`src/verilog/clmul_pkg.sv`:
```
// Carry-less Karatsuba multiplier shared definitions
// Part names for the three partial products and the core FSM states

`default_nettype none

package clmul_pkg;

	// Number of partial products in one Karatsuba level
	localparam int NUM_PARTS = 3;

	// Karatsuba parts, also used as the core index
	//   PART_HIGH  a_hi * b_hi
	//   PART_LOW   a_lo * b_lo
	//   PART_MID   (a_hi ^ a_lo) * (b_hi ^ b_lo)
	typedef enum logic [1:0] {
		PART_HIGH = 2'd0,
		PART_LOW  = 2'd1,
		PART_MID  = 2'd2
	} part_sel_t;

	// Bit-serial core FSM
	typedef enum logic {
		CORE_IDLE = 1'b0,
		CORE_RUN  = 1'b1
	} core_state_t;

endpackage

`default_nettype wire
```
`src/verilog/serial_clmul.sv`:
```
// Bit-serial carry-less multiplier
// Shift-and-XOR over GF(2), one multiplier bit per clock,
// OP_WIDTH steps after the load cycle

`default_nettype none
`timescale 1ns/1ps

module serial_clmul #(
	parameter int OP_WIDTH = 286
) (
	input  logic                  clk,
	input  logic                  rst,
	input  logic                  core_start,
	input  logic [OP_WIDTH-1:0]   x_op,
	input  logic [OP_WIDTH-1:0]   y_op,
	output logic                  core_done,
	output logic [2*OP_WIDTH-2:0] partial
);

	import clmul_pkg::*;

	localparam int PROD_W = 2 * OP_WIDTH - 1;
	localparam int CNT_W  = $clog2(OP_WIDTH + 1);

	core_state_t        state;
	logic [CNT_W-1:0]   step;
	logic [OP_WIDTH-1:0] mult_sr;
	logic [PROD_W-1:0]  mcand;
	logic [PROD_W-1:0]  acc;
	logic               last_step;

	assign last_step = (step == CNT_W'(OP_WIDTH - 1));

	// FSM and step counter
	always_ff @(posedge clk) begin
		if (rst) begin
			state     <= CORE_IDLE;
			step      <= '0;
			core_done <= 1'b0;
		end else begin
			core_done <= 1'b0;
			case (state)
				CORE_IDLE: begin
					if (core_start) begin
						state <= CORE_RUN;
						step  <= '0;
					end
				end
				CORE_RUN: begin
					step <= step + 1'b1;
					if (last_step) begin
						state     <= CORE_IDLE;
						core_done <= 1'b1;
					end
				end
				default: state <= CORE_IDLE;
			endcase
		end
	end

	// Datapath
	always_ff @(posedge clk) begin
		if (state == CORE_IDLE && core_start) begin
			mult_sr <= y_op;
			mcand   <= PROD_W'(x_op);
			acc     <= '0;
		end else if (state == CORE_RUN) begin
			// Add the shifted multiplicand when the current multiplier bit is set
			if (mult_sr[0]) begin
				acc <= acc ^ mcand;
			end
			mult_sr <= mult_sr >> 1;
			mcand   <= mcand << 1;
		end
	end

	// Accumulator is final once core_done rises and holds until the next load
	assign partial = acc;

endmodule

`default_nettype wire

```
`config.mk`:
```
export PLATFORM = sky130hd
export DESIGN_NAME = serial_clmul
export DESIGN_NICKNAME = d
export VERILOG_FILES = /design/src/verilog/clmul_pkg.sv /design/src/verilog/serial_clmul.sv
export SDC_FILE = /design/constraint.sdc
export NUM_CORES = 2
export LEC_CHECK = 0
export BUFFER_PORTS_ARGS = -buffer_cell sky130_fd_sc_hd__buf_2
export CAP_MARGIN = 20
export CORE_AREA = 2 2 447 449
export DETAILED_ROUTE_END_ITERATION = 8
export DIE_AREA = 0 0 449 451
export GPL_TIMING_DRIVEN = 0
export PLACE_DENSITY = 0.49
export SLEW_MARGIN = 10
export SYNTH_ARGS = -nofsm -noshare
export SYNTH_HDL_FRONTEND = slang
export SYNTH_SLANG_ARGS = --single-unit
```
`constraint.sdc`:
```
create_clock -name clk -period 14.5 [get_ports clk]
set_clock_uncertainty 0.05 [all_clocks]
set_input_delay 1.45 -clock clk [delete_from_list [all_inputs] [get_ports clk]]
set_output_delay 1.45 -clock clk [all_outputs]
set_load 0.005 [all_outputs]
```
==> flow_metrics.py <==
metrics = {
    "critical_path": {
        "crit_path_start_kind": "flip-flop",
        "worst-endpoint-arrival_ps": 4400,
        "cp.required_ps": 14880,
        "end_kind": "flip-flop",
        "critPathKind": "flip-flop to flip-flop",
        "crit_path_max_fanout": 112,
    },
    "clocking": {
        "postCtsResizedCells": 0,
        "htreeDepth": 4,
        "cts_buffers": 167,
        "cts_tree": "yes",
        "cts.path.max_buffers": 3,
        "worst_setup_hold_path_clk_slew_ps": 70,
        "insertion_delay_ps": 830,
        "cts-hold-fix-buffers": 0,
        "cts-root-buf": "clkbuf_16",
        "numClockSinks": 1439,
        "postCtsSetupRepairBufs": 0,
    },
    "pwr": {
        "ir_drop_mv": 0.109,
        "power.static_leakage_nw": 29.3,
        "total_power_mw": 10.0,
        "p_per_area_nw_per_um2": 138,
    },
    "place": {
        "place.detailed.hpwl_um": 151000,
        "port_buffers": 1146,
        "place_congestion": 0.865,
    },
    "floorplanning": {
        "initial_core_util_pct": 29.1,
        "dieArea_um2": 202000,
        "io_pins": 1147,
        "die_w_um": 449,
        "rows": 164,
        "die_height_um": 451,
        "core-area_um2": 198000,
    },
    "drt": {
        "drtPass1Iterations": 5,
        "drcViolationCount": 0,
        "vias": 41010,
        "drt_first_iter_violations": 2616,
        "ant_nets": 0,
        "drt-wirelength-per-cell_um": 21.5,
        "vias_per_cell": 4.48,
        "drt_wl_total_um": 197000,
    },
    "synthesis": {
        "synth_area_um2": 57800,
        "synth_top_cell_area_share_pct": 30.0,
        "ys_ff_latch": 1439,
        "syn_inst": 4979,
        "synth_fp_nets": 5556,
        "ys.flop_type": "dfxtp_1",
        "syn_area_per_cell_um2": 11.6,
        "ys_types": 33,
        "ys_seq_area_share_pct": 59.8,
        "synthTopCellsByArea": "dfxtp_1 (30%), edfxtp_1 (30%), mux2_2 (11%)",
        "post-synth-top-area-cell": "dfxtp_1",
        "async_flop_share_pct": 0,
        "yosys_warnings": 0,
        "synth_edf_count": 572,
    },
    "sta": {
        "timing.slew.headroom_pct": 26.5,
        "min_period_ps": 4020,
        "tightestPinTransition_ps": 1100,
        "finalMaxSlewViolations": 0,
        "final.period_utilization_pct": 27.7,
        "finalHoldViolations": 0,
        "fmax_mhz": 249,
        "tns_ps": 0,
        "finalSetupViolations": 0,
        "rsz0062_at_grt": "no",
    },
    "global_routing": {
        "grt_max_degree": 113,
        "grt_pass1_vias": 40363,
        "grt_pass1_wl_um": 282000,
        "grt-ovfl-total": 0,
        "grt_use_total_pct": 18.8,
        "antenna_found_initial": 128,
    },
    "final_layout": {
        "final.fill_count": 19971,
        "fin_nets": 6877,
        "final_common_cell": "buf_2",
        "drive_gt1_share_pct": 34.9,
        "layout_common_cells": "buf_2 (1291), dfxtp_1 (867), nor2_1 (575)",
        "area_delta_synth_final_pct": 25.5,
    },
    "run_status": {
        "status": "finished clean",
    },
    "min_path": {
        "min_path_type": "flip-flop to flip-flop",
    },
    "run": {
        "cap_violations": 0,
    },
}
==> state kept, by name, indices dropped and copies added (netlist names) <==
signal,cells
mcand,571
partial,571
core_done,1
state,1
step,9
mult_sr,286
==> logic make-up (layout without fill, tap and decap cells) <==
| family | Yosys count | count (layout) | synth area share, % |
|---|---|---|---|
| flip-flops | 1439 | 1439 | 59.8 |
| AND/OR/NAND/NOR | 1739 | 1739 | 13.9 |
| other | 0 | 58 | 0 |
| multiplexers | 570 | 570 | 11.1 |
| buffers and inverters | 357 | 1818 | 3.87 |
| AO/OA/AOI/OAI | 300 | 300 | 2.65 |
| XOR/XNOR | 572 | 572 | 8.67 |
| adder cells (fa/ha/maj) | 2 | 2 | 0.0433 |
==> final cells by class <==
class / count / area [um2] / share of cell area, %
antenna: 58 / 145 / 0.200
buffer: 352 / 2220 / 3.06
clock buffer: 249 / 4770 / 6.58
clock inverter: 60 / 577 / 0.796
inverter: 5 / 26.3 / 0.0362
multi-input combinational: 3183 / 21000 / 29.0
sequential: 1439 / 34500 / 47.6
tap: 2656 / 3320 / 4.58
timing repair buffer: 1152 / 5900 / 8.14
==> critical path, cell delays in order, from the launching register on <==
cell	delay, ps
dfxtp_1	320
buf_4	280
buf_6	240
buf_4	210
buf_2	250
nor2_1	150
inv_8	300
buf_16	360
buf_16	310
buf_16	390
buf_16	420
==> synthesized netlist by cell type (3+ instances only) <==
cell,n
dfxtp_1,867
nor2_1,575
nand3_1,573
edfxtp_1,572
xor2_1,572
mux2_2,570
nand2_1,288
nand2b_1,287
o21ai_0,285
buf_2,145
buf_4,76
clkbuf_1,74
buf_6,57
a21oi_1,6
inv_1,4
nand4_1,3
==> per-layer routing <==
metal	part of all wire (%)	GRT usage, %	vias to the layer above
met2	50	32.9	1102
met5	0.22	0	-
met3	6.5	5.28	405
li1	-	-	19656
met1	39	21.7	19779
met4	4.0	7.31	68
==> through the flow <==
| stage | hold WS, ps | area (um2) | setup slack (ps) | instances | util (%) |
|---|---|---|---|---|---|
| global route | 447 | 72400 | 10110 | 9125 | 36.5 |
| detailed placement | 421 | 67000 | 9590 | 8787 | 33.8 |
| floorplan | 393 | 57800 | 722 | 4979 | - |
| global placement | 412 | 66800 | -6510 | 8781 | 33.7 |
| finish | 428 | 72500 | 10480 | 9154 | 36.6 |
| CTS | 427 | 72400 | 10300 | 9096 | 36.5 |
==> worst paths after layout <==
path,depth (start not counted),to,from,slack [ps]
min reg2reg,2,mcand[549]$_SDFFE_PP0P_,mcand[548]$_SDFFE_PP0P_,430
max reg2reg,10,mult_sr[140]$_DFFE_PP_,state$_SDFF_PP0_,10480
max,10,mult_sr[140]$_DFFE_PP_,state$_SDFF_PP0_,10480
min,2,mcand[549]$_SDFFE_PP0P_,mcand[548]$_SDFFE_PP0P_,430
==> report_power, final <==
| part | internal (mW) | switching, mW |
|---|---|---|
| clock network | 2.38 | 1.77 |
| registers | 4.60 | 0.181 |
| logic | 0.501 | 0.614 |
Power figures use the tool's default switching activity.
